--- src/nes_glue_pkg.sv ---
package nes_glue_pkg;

  // controller serial ports
  localparam int joy_stream_w = 24;
  localparam int joy_buttons_w = 8;

  // signature bytes sent after the extra pad on each port
  localparam logic [7:0] multitap_sig_port1 = 8'h08;
  localparam logic [7:0] multitap_sig_port2 = 8'h04;

  // reset hold after a rom download
  localparam int download_cnt_w = 8;
  localparam logic [download_cnt_w-1:0] download_hold = 8'd255;

  // loader mapper flags word
  localparam int mapper_flags_w = 64;
  localparam int has_save_bit = 25;

  // mapper id field sits in flags bits 7..0
  localparam int mapper_id_w = 8;
  localparam logic [mapper_id_w-1:0] fds_mapper_id = 8'h14;

  // memory side widths
  localparam int data_w = 8;
  localparam int sdram_addr_w = 25;
  localparam int ppu_addr_w = 22;
  localparam int save_addr_w = 18;

  // backup ram lives in this sdram region
  localparam logic [sdram_addr_w-save_addr_w-1:0] save_region_prefix = 7'b0001111;

endpackage

--- src/joypad_serializer.sv ---
`timescale 1ns/100ps

module joypad_serializer (
  input  logic                                    clk_ppu_21_47,
  input  logic                                    reset_nes,
  input  logic                                    multitap_enabled,
  input  logic                                    joy_strobe,
  input  logic [1:0]                              joy_clock,
  input  logic [nes_glue_pkg::joy_buttons_w-1:0]  p1_buttons,
  input  logic [nes_glue_pkg::joy_buttons_w-1:0]  p2_buttons,
  input  logic [nes_glue_pkg::joy_buttons_w-1:0]  p3_buttons,
  input  logic [nes_glue_pkg::joy_buttons_w-1:0]  p4_buttons,
  output logic                                    joy1_data,
  output logic                                    joy2_data
);

  localparam int upper_w = nes_glue_pkg::joy_stream_w - nes_glue_pkg::joy_buttons_w;

  // one stream per port, bit 0 is what the core reads
  logic [nes_glue_pkg::joy_stream_w-1:0] stream [2];
  logic [nes_glue_pkg::joy_stream_w-1:0] load_word [2];

  logic [1:0] joy_clock_q;
  logic [1:0] joy_fall;

  // upper part of each stream, extra pad plus signature or all ones
  logic [upper_w-1:0] upper_port1;
  logic [upper_w-1:0] upper_port2;

  assign upper_port1 = multitap_enabled ?
                       {nes_glue_pkg::multitap_sig_port1, p3_buttons} :
                       {upper_w{1'b1}};
  assign upper_port2 = multitap_enabled ?
                       {nes_glue_pkg::multitap_sig_port2, p4_buttons} :
                       {upper_w{1'b1}};

  assign load_word[0] = {upper_port1, p1_buttons};
  assign load_word[1] = {upper_port2, p2_buttons};

  // falling edge seen one cycle late, previous high and current low
  assign joy_fall = joy_clock_q & ~joy_clock;

  always_ff @(posedge clk_ppu_21_47) begin
    if (reset_nes) begin
      stream[0]   <= '0;
      stream[1]   <= '0;
      joy_clock_q <= '0;
    end else begin
      joy_clock_q <= joy_clock;
      for (int n = 0; n < 2; n++) begin
        // shift has priority over the strobe load
        if (joy_fall[n]) begin
          stream[n] <= {1'b0, stream[n][nes_glue_pkg::joy_stream_w-1:1]};
        end else if (joy_strobe) begin
          stream[n] <= load_word[n];
        end
      end
    end
  end

  assign joy1_data = stream[0][0];
  assign joy2_data = stream[1][0];

  // a shifted stream always takes a zero in at the top
  property p_shift_fills_zero(int n);
    @(posedge clk_ppu_21_47) disable iff (reset_nes)
      joy_fall[n] |=> !stream[n][nes_glue_pkg::joy_stream_w-1];
  endproperty

  a_port1_shift_zero: assert property (p_shift_fills_zero(0))
    else $error("port 1 stream top bit not cleared after shift");

  a_port2_shift_zero: assert property (p_shift_fills_zero(1))
    else $error("port 2 stream top bit not cleared after shift");

endmodule

--- src/load_control.sv ---
`timescale 1ns/100ps

module load_control (
  input  logic                                     clk_ppu_21_47,
  input  logic                                     reset_nes,
  input  logic                                     downloading,
  input  logic                                     loader_busy,
  input  logic                                     loader_done,
  input  logic                                     loader_fail,
  input  logic                                     hold_reset,
  input  logic [nes_glue_pkg::mapper_flags_w-1:0]  loader_flags,
  output logic                                     core_reset,
  output logic                                     loader_reset,
  output logic [nes_glue_pkg::mapper_flags_w-1:0]  core_mapper_flags,
  output logic                                     has_save,
  output logic                                     is_fds
);

  // set once the first download has started
  logic init_done;

  logic [nes_glue_pkg::download_cnt_w-1:0] hold_cnt;
  logic                                    hold_active;
  logic                                    downloading_q;
  logic                                    download_rise;

  logic [nes_glue_pkg::mapper_flags_w-1:0] mapper_flags;

  assign hold_active   = (hold_cnt != '0);
  assign download_rise = downloading && !downloading_q;

  always_ff @(posedge clk_ppu_21_47) begin
    if (reset_nes) begin
      init_done <= 1'b0;
    end else if (downloading) begin
      init_done <= 1'b1;
    end
  end

  // reload while downloading, then count down while the loader is idle
  always_ff @(posedge clk_ppu_21_47) begin
    if (reset_nes) begin
      hold_cnt <= '0;
    end else if (downloading) begin
      hold_cnt <= nes_glue_pkg::download_hold;
    end else if (!loader_busy && hold_active) begin
      hold_cnt <= hold_cnt - 1'b1;
    end
  end

  // loader held in reset once the hold is over, and pulsed on download start
  always_ff @(posedge clk_ppu_21_47) begin
    if (reset_nes) begin
      downloading_q <= 1'b0;
      loader_reset  <= 1'b1;
    end else begin
      downloading_q <= downloading;
      loader_reset  <= !hold_active || download_rise;
    end
  end

  always_ff @(posedge clk_ppu_21_47) begin
    if (reset_nes) begin
      mapper_flags <= '0;
    end else if (loader_done) begin
      mapper_flags <= loader_flags;
    end
  end

  assign core_reset = !init_done || hold_active || loader_fail || hold_reset || reset_nes;

  // core sees no mapper while a new image is coming in
  assign core_mapper_flags = downloading ? '0 : mapper_flags;

  assign has_save = mapper_flags[nes_glue_pkg::has_save_bit];
  assign is_fds   = (mapper_flags[nes_glue_pkg::mapper_id_w-1:0] == nes_glue_pkg::fds_mapper_id);

  a_hold_cnt_range: assert property (
    @(posedge clk_ppu_21_47) disable iff (reset_nes)
      hold_cnt <= nes_glue_pkg::download_hold
  ) else $error("download hold counter out of range");

endmodule

--- src/sdram_channel_mux.sv ---
`timescale 1ns/100ps

module sdram_channel_mux (
  input  logic                                   clk_ppu_21_47,
  input  logic                                   downloading,
  input  logic                                   loader_busy,
  input  logic [nes_glue_pkg::sdram_addr_w-1:0]  loader_addr,
  input  logic [nes_glue_pkg::data_w-1:0]        loader_data,
  input  logic                                   loader_write,
  input  logic [nes_glue_pkg::ppu_addr_w-1:0]    ppu_addr,
  input  logic [nes_glue_pkg::data_w-1:0]        ppu_dout,
  input  logic                                   ppu_read,
  input  logic                                   ppu_write,
  input  logic                                   save_sleep,
  input  logic [nes_glue_pkg::sdram_addr_w-1:0]  ss_sdram_addr,
  input  logic                                   ss_sdram_wr,
  input  logic                                   ss_sdram_rd,
  input  logic [nes_glue_pkg::data_w-1:0]        ss_sdram_wdata,
  input  logic [nes_glue_pkg::save_addr_w-1:0]   sd_buff_addr,
  input  logic [nes_glue_pkg::data_w-1:0]        sd_buff_dout,
  input  logic                                   sd_buff_wr,
  input  logic                                   sd_buff_rd,
  input  logic                                   ch2_busy,
  input  logic [nes_glue_pkg::data_w-1:0]        ch2_dout,
  input  logic                                   bram_en,
  input  logic [nes_glue_pkg::data_w-1:0]        eeprom_dout,
  output logic [nes_glue_pkg::sdram_addr_w-1:0]  ch0_addr,
  output logic [nes_glue_pkg::data_w-1:0]        ch0_din,
  output logic                                   ch0_wr,
  output logic                                   ch0_rd,
  output logic [nes_glue_pkg::sdram_addr_w-1:0]  ch2_addr,
  output logic [nes_glue_pkg::data_w-1:0]        ch2_din,
  output logic                                   ch2_wr,
  output logic                                   ch2_rd,
  output logic [nes_glue_pkg::data_w-1:0]        sd_buff_din
);

  localparam int ppu_pad_w = nes_glue_pkg::sdram_addr_w - nes_glue_pkg::ppu_addr_w;

  // loader owns ch0 for the whole load
  logic loading;

  assign loading = downloading || loader_busy;

  assign ch0_addr = loading ? loader_addr : {{ppu_pad_w{1'b0}}, ppu_addr};
  assign ch0_din  = loading ? loader_data : ppu_dout;
  assign ch0_wr   = loader_write || ppu_write;
  assign ch0_rd   = ppu_read && !loading;

  // savestate engine takes ch2 while the core sleeps, backup buffer otherwise
  assign ch2_addr = save_sleep ? ss_sdram_addr :
                    {nes_glue_pkg::save_region_prefix, sd_buff_addr};
  assign ch2_din  = save_sleep ? ss_sdram_wdata : sd_buff_dout;
  assign ch2_wr   = save_sleep ? ss_sdram_wr : (sd_buff_wr && !ch2_busy);
  assign ch2_rd   = save_sleep ? ss_sdram_rd : (sd_buff_rd && !ch2_busy);

  assign sd_buff_din = bram_en ? eeprom_dout : ch2_dout;

  a_no_ppu_read_while_loading: assert property (
    @(posedge clk_ppu_21_47) loading |-> !ch0_rd
  ) else $error("ch0 read strobe high while loading");

endmodule

--- src/nes_glue_top.sv ---
`timescale 1ns/100ps

module nes_glue_top (
  input  logic                                     clk_ppu_21_47,
  input  logic                                     reset_nes,
  // controllers
  input  logic                                     multitap_enabled,
  input  logic                                     joy_strobe,
  input  logic [1:0]                               joy_clock,
  input  logic [nes_glue_pkg::joy_buttons_w-1:0]   p1_buttons,
  input  logic [nes_glue_pkg::joy_buttons_w-1:0]   p2_buttons,
  input  logic [nes_glue_pkg::joy_buttons_w-1:0]   p3_buttons,
  input  logic [nes_glue_pkg::joy_buttons_w-1:0]   p4_buttons,
  output logic                                     joy1_data,
  output logic                                     joy2_data,
  // loader and reset
  input  logic                                     downloading,
  input  logic                                     loader_busy,
  input  logic                                     loader_done,
  input  logic                                     loader_fail,
  input  logic                                     hold_reset,
  input  logic [nes_glue_pkg::mapper_flags_w-1:0]  loader_flags,
  output logic                                     core_reset,
  output logic                                     loader_reset,
  output logic [nes_glue_pkg::mapper_flags_w-1:0]  core_mapper_flags,
  output logic                                     has_save,
  output logic                                     is_fds,
  // sdram request sources
  input  logic [nes_glue_pkg::sdram_addr_w-1:0]    loader_addr,
  input  logic [nes_glue_pkg::data_w-1:0]          loader_data,
  input  logic                                     loader_write,
  input  logic [nes_glue_pkg::ppu_addr_w-1:0]      ppu_addr,
  input  logic [nes_glue_pkg::data_w-1:0]          ppu_dout,
  input  logic                                     ppu_read,
  input  logic                                     ppu_write,
  input  logic                                     save_sleep,
  input  logic [nes_glue_pkg::sdram_addr_w-1:0]    ss_sdram_addr,
  input  logic                                     ss_sdram_wr,
  input  logic                                     ss_sdram_rd,
  input  logic [nes_glue_pkg::data_w-1:0]          ss_sdram_wdata,
  // backup buffer
  input  logic [nes_glue_pkg::save_addr_w-1:0]     sd_buff_addr,
  input  logic [nes_glue_pkg::data_w-1:0]          sd_buff_dout,
  input  logic                                     sd_buff_wr,
  input  logic                                     sd_buff_rd,
  input  logic                                     bram_en,
  input  logic [nes_glue_pkg::data_w-1:0]          eeprom_dout,
  output logic [nes_glue_pkg::data_w-1:0]          sd_buff_din,
  // sdram channels
  input  logic                                     ch2_busy,
  input  logic [nes_glue_pkg::data_w-1:0]          ch2_dout,
  output logic [nes_glue_pkg::sdram_addr_w-1:0]    ch0_addr,
  output logic [nes_glue_pkg::data_w-1:0]          ch0_din,
  output logic                                     ch0_wr,
  output logic                                     ch0_rd,
  output logic [nes_glue_pkg::sdram_addr_w-1:0]    ch2_addr,
  output logic [nes_glue_pkg::data_w-1:0]          ch2_din,
  output logic                                     ch2_wr,
  output logic                                     ch2_rd
);

  joypad_serializer u_joypad (
    .clk_ppu_21_47    (clk_ppu_21_47),
    .reset_nes        (reset_nes),
    .multitap_enabled (multitap_enabled),
    .joy_strobe       (joy_strobe),
    .joy_clock        (joy_clock),
    .p1_buttons       (p1_buttons),
    .p2_buttons       (p2_buttons),
    .p3_buttons       (p3_buttons),
    .p4_buttons       (p4_buttons),
    .joy1_data        (joy1_data),
    .joy2_data        (joy2_data)
  );

  load_control u_load (
    .clk_ppu_21_47     (clk_ppu_21_47),
    .reset_nes         (reset_nes),
    .downloading       (downloading),
    .loader_busy       (loader_busy),
    .loader_done       (loader_done),
    .loader_fail       (loader_fail),
    .hold_reset        (hold_reset),
    .loader_flags      (loader_flags),
    .core_reset        (core_reset),
    .loader_reset      (loader_reset),
    .core_mapper_flags (core_mapper_flags),
    .has_save          (has_save),
    .is_fds            (is_fds)
  );

  // clock on the mux only feeds its checks
  sdram_channel_mux u_mux (
    .clk_ppu_21_47  (clk_ppu_21_47),
    .downloading    (downloading),
    .loader_busy    (loader_busy),
    .loader_addr    (loader_addr),
    .loader_data    (loader_data),
    .loader_write   (loader_write),
    .ppu_addr       (ppu_addr),
    .ppu_dout       (ppu_dout),
    .ppu_read       (ppu_read),
    .ppu_write      (ppu_write),
    .save_sleep     (save_sleep),
    .ss_sdram_addr  (ss_sdram_addr),
    .ss_sdram_wr    (ss_sdram_wr),
    .ss_sdram_rd    (ss_sdram_rd),
    .ss_sdram_wdata (ss_sdram_wdata),
    .sd_buff_addr   (sd_buff_addr),
    .sd_buff_dout   (sd_buff_dout),
    .sd_buff_wr     (sd_buff_wr),
    .sd_buff_rd     (sd_buff_rd),
    .ch2_busy       (ch2_busy),
    .ch2_dout       (ch2_dout),
    .bram_en        (bram_en),
    .eeprom_dout    (eeprom_dout),
    .ch0_addr       (ch0_addr),
    .ch0_din        (ch0_din),
    .ch0_wr         (ch0_wr),
    .ch0_rd         (ch0_rd),
    .ch2_addr       (ch2_addr),
    .ch2_din        (ch2_din),
    .ch2_wr         (ch2_wr),
    .ch2_rd         (ch2_rd),
    .sd_buff_din    (sd_buff_din)
  );

endmodule

--- config.mk ---
export PLATFORM = sky130hd
export DESIGN_NAME = nes_glue_top
export DESIGN_NICKNAME = d
export VERILOG_FILES = /design/src/nes_glue_pkg.sv /design/src/joypad_serializer.sv /design/src/load_control.sv /design/src/sdram_channel_mux.sv /design/src/nes_glue_top.sv
export SDC_FILE = /design/constraint.sdc
export NUM_CORES = 1
export LEC_CHECK = 0
export ABC_AREA = 1
export BUFFER_PORTS_ARGS = -buffer_cell sky130_fd_sc_hd__clkbuf_2
export CORE_ASPECT_RATIO = 0.9
export CORE_MARGIN = 8
export CORE_UTILIZATION = 25
export DETAILED_ROUTE_END_ITERATION = 8
export PLACE_DENSITY = 0.54
export SYNTH_ARGS = -nofsm -noshare
export SYNTH_HDL_FRONTEND = slang
export SYNTH_SLANG_ARGS = --single-unit
--- constraint.sdc ---
create_clock -name clk_ppu_21_47 -period 5 [get_ports clk_ppu_21_47]
set_clock_uncertainty 0.1 [all_clocks]
set_input_delay 0.75 -clock clk_ppu_21_47 [delete_from_list [all_inputs] [get_ports clk_ppu_21_47]]
set_output_delay 0.75 -clock clk_ppu_21_47 [all_outputs]
set_load 0.05 [all_outputs]
==> results.toml, run 1 <==
[routing]
drtAntennaViolNets = 0
wire_per_inst_um = 14.39
drt_iter0_drc = 290
drt_wl_total_mm = 23.19
route.detailed.vias_per_inst = 4.218
number_of_vias_in_the_routed_layout = 6800
remaining_drc_errors = 0
detailedRoute.firstPassIterationCount = 4

[sta]
post-route-min-period_ns = 3.310
report.final.hold_viol_count = 0
slew_violations = 0
max-slew-margin-rel = 0.3687
hold_slack_ns = 0.3074
achievable-frequency_ghz = 0.3021
setup_violation_total_in_the_final_timing_report = 0
final_min_period_over_clock_period = 0.6621
rsz0062_at_grt = "false"
accumulated_negative_setup_slack_ns = 0
worst_pin_slew_ns = 0.9459

[worst_setup_path]
slowest_stage = "sky130_fd_sc_hd__inv_1"
timing.reg2reg.worst_path_depth = 7
regToRegEndpoint = "u_joypad.stream[0][0]$_SDFFCE_PN0P_"
regToRegStartpoint = "u_joypad.joy_clock_q[0]$_SDFF_PP0_"
path_max_fanout = 33
start_kind = "primary input"
timing.critical_path.cells = "clkbuf_2, inv_1, nand2_1, nand2_1, clkbuf_2"
timing_worst_setup_path_type = "in -> out"
crit_required_ns = 4.15
rrSetupSlack_ns = 2.80
crit_path_end = "ch2_addr[8]"
cpPeakStageDelay_ns = 0.73
worst_setup_path_startpoint = "save_sleep"
critical_path_end_type = "output pin"
crit_arrival_ns = 2.46

[pwr]
power_switching_w = 0.001058
combPwrFrac = 0.229
sequential_share_of_power = 0.369
internal_power_w = 0.002101
irDropWorstVdd_uv = 174.9
power_switching_share = 0.3349
power.density_nw_per_um2 = 345.0
clock_power_share = 0.402
power.static_leakage_nw = 4.992

[yosys]
yosys-top-cells-area = "sky130_fd_sc_hd__dfxtp_1 (25%), sky130_fd_sc_hd__edfxtp_1 (23%), sky130_fd_sc_hd__nand2_1 (15%)"
post_synth_inst_count = 882
fraction_of_post_synthesis_cell_area_in_the_top_cell_type_by_area = 0.2490
net_count_after_synthesis = 1139
syn-mean-instance-area_um2 = 7.110
synthesis.yosys.warnings = 0
yosysUniqueCellTypes = 26
synth_seq_area_share = 0.4741
cell_area_after_synthesis_um2 = 6271
postSynthRegisterBits = 125
yosysTopAreaCell = "sky130_fd_sc_hd__dfxtp_1"

[min_path]
worst_hold_path_class = "reg -> reg"

[outcome]
run_status = "finished, final reports clean"

[place]
dpl.cell_count = 1579
dpl_cell_area_um2 = 8549
portBuffers = 402
gpl_wtd_cong = 0.9402
hpwlAfterDp_mm = 17.94

[cts]
max-clock-path-buffers = 2
tritoncts = "yes"
root_buffer = "sky130_fd_sc_hd__clkbuf_16"
post-cts-setup-buffers = 0
post_cts_hold_buffer_count = 0
cts.repair.resized = 0
htree_levels = 4
clkLatencyLatePin_ns = 0.41
cts_made_buffers = 17
clk_pin_slew_ns = 0.06
cts.sink_count = 125

[die]
ios = 403
die-area_um2 = 30410
design.core.area_um2 = 24910
dieWidth_um = 182.9
start_util = 0.2517
core.rowCount = 55
fp.dieH_um = 166.3

[cells_and_area]
layout.nets = 1513
layout.cell_area.non_filler_um2 = 9155
drive_above_1_share = 0.3680
area.growth.synth_to_final_pct = 45.99
filler_instances = 2719
layoutNonFillerInstCount = 1612

[global_routing]
grt_use_total = 0.1464
wire_length_of_the_first_global_routing_pass_mm = 35.91
antenna_found_initial = 2
grt_start_max_net_pins = 76
grt_pass1_vias = 6699
grt_overflow = 0

[job]
cap_violations = 0
## cells in the mapped netlist
cell,count
sky130_fd_sc_hd__nand4_1,3
sky130_fd_sc_hd__inv_1,109
sky130_fd_sc_hd__buf_1,4
sky130_fd_sc_hd__a22o_1,8
sky130_fd_sc_hd__dfxtp_1,78
sky130_fd_sc_hd__nor2_4,2
sky130_fd_sc_hd__buf_2,15
sky130_fd_sc_hd__nand3_1,15
sky130_fd_sc_hd__clkbuf_2,1
sky130_fd_sc_hd__a21oi_1,81
sky130_fd_sc_hd__nor2_1,105
sky130_fd_sc_hd__or2_2,7
sky130_fd_sc_hd__nor2_2,4
sky130_fd_sc_hd__buf_4,2
sky130_fd_sc_hd__edfxtp_1,47
sky130_fd_sc_hd__mux2_2,8
sky130_fd_sc_hd__o21bai_1,1
sky130_fd_sc_hd__o21ai_0,94
sky130_fd_sc_hd__clkinv_1,1
sky130_fd_sc_hd__ha_1,2
sky130_fd_sc_hd__clkbuf_1,32
sky130_fd_sc_hd__inv_2,3
sky130_fd_sc_hd__nor3_1,1
sky130_fd_sc_hd__nand2_1,257
sky130_fd_sc_hd__nand2_2,1
sky130_fd_sc_hd__nor2_8,1
## power by group through the flow
stage	sequential [W]	combinational, W	clock, W
floorplan	0.00119	0.000493	0
global placement	0.00119	0.000726	0
detailed placement	0.00119	0.000730	0
CTS	0.00117	0.000733	0.00131
global route	0.00117	0.000790	0.00136
finish	0.00116	0.000724	0.00127
## flip-flops by register name, indices dropped and copies added (netlist names)
register and cells:
u_joypad.stream 48, u_load.mapper_flags 64, u_load.loader_reset 1, u_load.hold_cnt 8, u_load.init_done 1, u_load.downloading_q 1, u_joypad.joy_clock_q 2
## how the worst min path moves through the flow
stage	from	end	slack, ns	cells past startpoint
2_1_floorplan	u_load.downloading_q$_SDFF_PP0_	u_load.loader_reset$_SDFF_PP1_	0.29	1
3_3_place_gp	u_load.downloading_q$_SDFF_PP0_	u_load.loader_reset$_SDFF_PP1_	0.30	1
3_5_place_dp	u_load.downloading_q$_SDFF_PP0_	u_load.loader_reset$_SDFF_PP1_	0.30	1
4_1_cts	u_load.downloading_q$_SDFF_PP0_	u_load.loader_reset$_SDFF_PP1_	0.31	1
5_1_grt	u_load.downloading_q$_SDFF_PP0_	u_load.loader_reset$_SDFF_PP1_	0.36	1
6_report	u_load.downloading_q$_SDFF_PP0_	u_load.loader_reset$_SDFF_PP1_	0.31	1
## worst max-delay path: cells and delay by family
family	cells	cell delay (ns)
and+or+nand+nor	2	0.29
buffers and inverters	3	1.40
## cells in the final DEF, fill, tap and decap left out, types with 2 or more instances in the layout
cell type                   count
sky130_fd_sc_hd__a21oi_1       81
sky130_fd_sc_hd__a22o_1         8
sky130_fd_sc_hd__buf_4          7
sky130_fd_sc_hd__bufinv_16      2
sky130_fd_sc_hd__clkbuf_16     17
sky130_fd_sc_hd__clkbuf_2     401
sky130_fd_sc_hd__clkinv_4       3
sky130_fd_sc_hd__dfxtp_1       78
sky130_fd_sc_hd__edfxtp_1      47
sky130_fd_sc_hd__ha_1           2
sky130_fd_sc_hd__inv_1        108
sky130_fd_sc_hd__inv_2          3
sky130_fd_sc_hd__inv_6          4
sky130_fd_sc_hd__inv_8          4
sky130_fd_sc_hd__mux2_2         8
sky130_fd_sc_hd__nand2_1      257
sky130_fd_sc_hd__nand3_1       15
sky130_fd_sc_hd__nand4_1        3
sky130_fd_sc_hd__nor2_1       105
sky130_fd_sc_hd__nor2_2         4
sky130_fd_sc_hd__nor2_4         2
sky130_fd_sc_hd__o21ai_0       94
sky130_fd_sc_hd__or2_2          7
## cell type report
class                      instances  area [µm²]  share of cell area
antenna                            1       2.502           0.0002733
clock buffer                      18       429.2             0.04688
clock inverter                    14       173.9             0.01900
inverter                         113       425.4             0.04647
multi-input combinational        590        2644              0.2888
sequential                       125        2973              0.3247
tap                              342       427.9             0.04674
timing repair buffer             409        2079              0.2271
## kinds of logic after synthesis
family                     after synthesis  synth area share
muxes                                    8           0.01437
and+or+nand+nor                        396            0.2512
adders and majority gates                2          0.003990
buffers and inverters                  167            0.1043
AOI/OAI and AO/OA                      184            0.1520
DFF                                    125            0.4741
## per-layer routing
| metal | vias to the layer above | GRT usage | share of wire |
|---|---|---|---|
| li1 | 3526 | - | - |
| met1 | 3003 | 0.1577 | 0.39 |
| met2 | 241 | 0.2624 | 0.51 |
| met3 | 26 | 0.05140 | 0.084 |
| met4 | 4 | 0.04806 | 0.018 |
| met5 | - | 0 | 0.0012 |
## metrics by stage
step	power, W	worst slack [ns]	utilization
after floorplan	0.001683	1.883	-
after global placement	0.001912	1.695	0.3432
after detailed placement	0.001917	1.668	0.3432
after CTS	0.003206	1.669	0.3674
after global routing	0.003323	1.474	0.3674
final	0.003159	1.690	0.3675
No activity file was read; power rests on OpenSTA's default activity.
==> inputs of run 2 (changes only) <==
- PLACE_DENSITY: 0.54 -> 0.56
- clock period: 5 -> 3 ns (I/O delays scaled with it)
==> run 2 against run 1 <==
First-iteration DRC count up 9.7%. Utilization is 0.36 points higher. Critical path depth rose by 1. Critical endpoint is now core_reset. Clock-buffer cell count stayed put. Critical path type is now reg -> out. Worst setup slack worse by 0.96 ns. Cell count is 0.31% higher. Worst hold slack got worse by 0.16 ns.
==> results.toml, run 2 (same netlist as run 1, synthesis figures left out) <==
[worst_setup_path]
timing.reg2reg.worst_path_depth = 6
regToRegEndpoint = "u_joypad.stream[0][20]$_SDFFCE_PN0P_"
crit_required_ns = 2.45
crit_arrival_ns = 1.72
critical_path_end_type = "output pin"
path_max_fanout = 4
rrSetupSlack_ns = 1.30
timing_worst_setup_path_type = "reg -> out"
crit_path_end = "core_reset"
worst_setup_path_startpoint = "u_load.hold_cnt[0]$_SDFFE_PP0P_"
regToRegStartpoint = "u_joypad.joy_clock_q[1]$_SDFF_PP0_"
start_kind = "flop"

[global_routing]
grt_pass1_vias = 6598
grt_start_max_net_pins = 69
grt_overflow = 0
antenna_found_initial = 0
wire_length_of_the_first_global_routing_pass_mm = 35.68
grt_use_total = 0.1461

[routing]
number_of_vias_in_the_routed_layout = 6847
met2_length_mm = 11.46
drt_wl_total_mm = 23.01
met3_length_mm = 1.896
remaining_drc_errors = 0
drt_iter0_drc = 318
highest_routing_layer_actually_used = "met4"
route.detailed.vias_per_inst = 4.234
m1WireLength_mm = 9.235
drtAntennaViolNets = 0
detailedRoute.firstPassIterationCount = 4
wire_per_inst_um = 14.23

[cts]
tritoncts = "yes"
post-cts-setup-buffers = 0
clkLatencyLatePin_ns = 0.42
max-clock-path-buffers = 2
cts_made_buffers = 17
cts.repair.resized = 0
cts.sink_count = 125
clk_pin_slew_ns = 0.06
post_cts_hold_buffer_count = 0
htree_levels = 4
root_buffer = "sky130_fd_sc_hd__clkbuf_16"

[cells_and_area]
layout.nets = 1519
filler_instances = 2678
layout.cell_area.non_filler_um2 = 9245
largest_register_ff_count = 64
registers_with_the_highest_flip_flop_counts = "u_load.mapper_flags x64, u_joypad.stream x48, u_load.hold_cnt x8"
antennaDiodeCount = 0
top_register = "u_load.mapper_flags"
area.growth.synth_to_final_pct = 47.43
layout.cells.most_common = "sky130_fd_sc_hd__clkbuf_2"
layout_common_cells = "sky130_fd_sc_hd__clkbuf_2 (401), sky130_fd_sc_hd__nand2_1 (257), sky130_fd_sc_hd__inv_1 (108)"
drive_above_1_share = 0.3710

[min_path]
worst_hold_path_class = "in -> reg"
worstHoldPathCells = 3

[sta]
achievable-frequency_ghz = 0.4397
final_min_period_over_clock_period = 0.7580
rsz0062_at_grt = "false"
slew_violations = 0
setup_violation_total_in_the_final_timing_report = 0
report.final.hold_viol_count = 0
worst_pin_slew_ns = 0.6334
post-route-min-period_ns = 2.274
accumulated_negative_setup_slack_ns = 0
max-slew-margin-rel = 0.5773

[die]
start_util = 0.2517
dieWidth_um = 182.9
core.rowCount = 55
fp.dieH_um = 166.3
design.core.area_um2 = 24910
ios = 403
die-area_um2 = 30410

[pwr]
sequential_share_of_power = 0.365
clock_power_share = 0.406
fin_total_pwr_w = 0.005324
irDropWorstVdd_uv = 319.3
power.static_leakage_nw = 5.037
power_switching_w = 0.001745
power.density_nw_per_um2 = 575.8
combPwrFrac = 0.229
power_switching_share = 0.3278
internal_power_w = 0.003579

[place]
portBuffers = 402
gpl_wtd_cong = 1.025
hpwlAfterDp_mm = 18.09
dpl_cell_area_um2 = 8631

[job]
cap_violations = 0

[outcome]
run_status = "finished, final reports clean"
-- run 2: worst max-delay path: stages, from the launching register on --
cell and delay (ns):
sky130_fd_sc_hd__dfxtp_1 0.32, sky130_fd_sc_hd__inv_1 0.12, sky130_fd_sc_hd__ha_1 0.17, sky130_fd_sc_hd__nand3_1 0.11
sky130_fd_sc_hd__nor2_2 0.23, sky130_fd_sc_hd__nand4_1 0.10, sky130_fd_sc_hd__clkbuf_2 0.25
-- run 2: stage by stage --
stage                     setup slack (ns)    util  instances  hold slack, ns
after detailed placement            0.7541  0.3465       1585          0.2993
final                               0.7259  0.3711       1617          0.1492
after floorplan                     0.4826       -        882          0.2882
after CTS                           0.6640  0.3711       1617          0.1316
after global routing                0.6094  0.3711       1617          0.1489
after global placement              0.8055  0.3465       1585          0.2928
-- run 2: layout make-up --
class,instances,area [µm²],share of cell area
clock inverter,14,185.2,0.02003
timing repair buffer,415,2162,0.2339
tap,342,427.9,0.04628
inverter,113,424.2,0.04588
multi-input combinational,590,2644,0.2860
sequential,125,2973,0.3216
clock buffer,18,429.2,0.04642
-- run 2: layer usage --
layer | GRT usage | up-vias
met5 | 0 | -
met1 | 0.1638 | 3035
met3 | 0.04637 | 27
met4 | 0.05194 | 0
met2 | 0.2558 | 248
li1 | - | 3537
-- run 2: power by group through the flow --
stage               Sequential (W)  Clock, W  Combinational [W]
floorplan                  0.00198         0           0.000822
global placement           0.00197         0            0.00122
detailed placement         0.00198         0            0.00123
CTS                        0.00194   0.00222            0.00123
global route               0.00195   0.00229            0.00133
finish                     0.00194   0.00216            0.00122
-- run 2: worst min path at each step --
stage,end,start,slack [ns]
6_report,u_joypad.joy_clock_q[0]$_SDFF_PP0_,joy_clock[0],0.15
2_1_floorplan,u_load.loader_reset$_SDFF_PP1_,u_load.downloading_q$_SDFF_PP0_,0.29
4_1_cts,u_joypad.joy_clock_q[0]$_SDFF_PP0_,joy_clock[0],0.13
5_1_grt,u_joypad.joy_clock_q[0]$_SDFF_PP0_,joy_clock[0],0.15
3_3_place_gp,u_load.loader_reset$_SDFF_PP1_,u_load.downloading_q$_SDFF_PP0_,0.29
3_5_place_dp,u_load.loader_reset$_SDFF_PP1_,u_load.downloading_q$_SDFF_PP0_,0.30
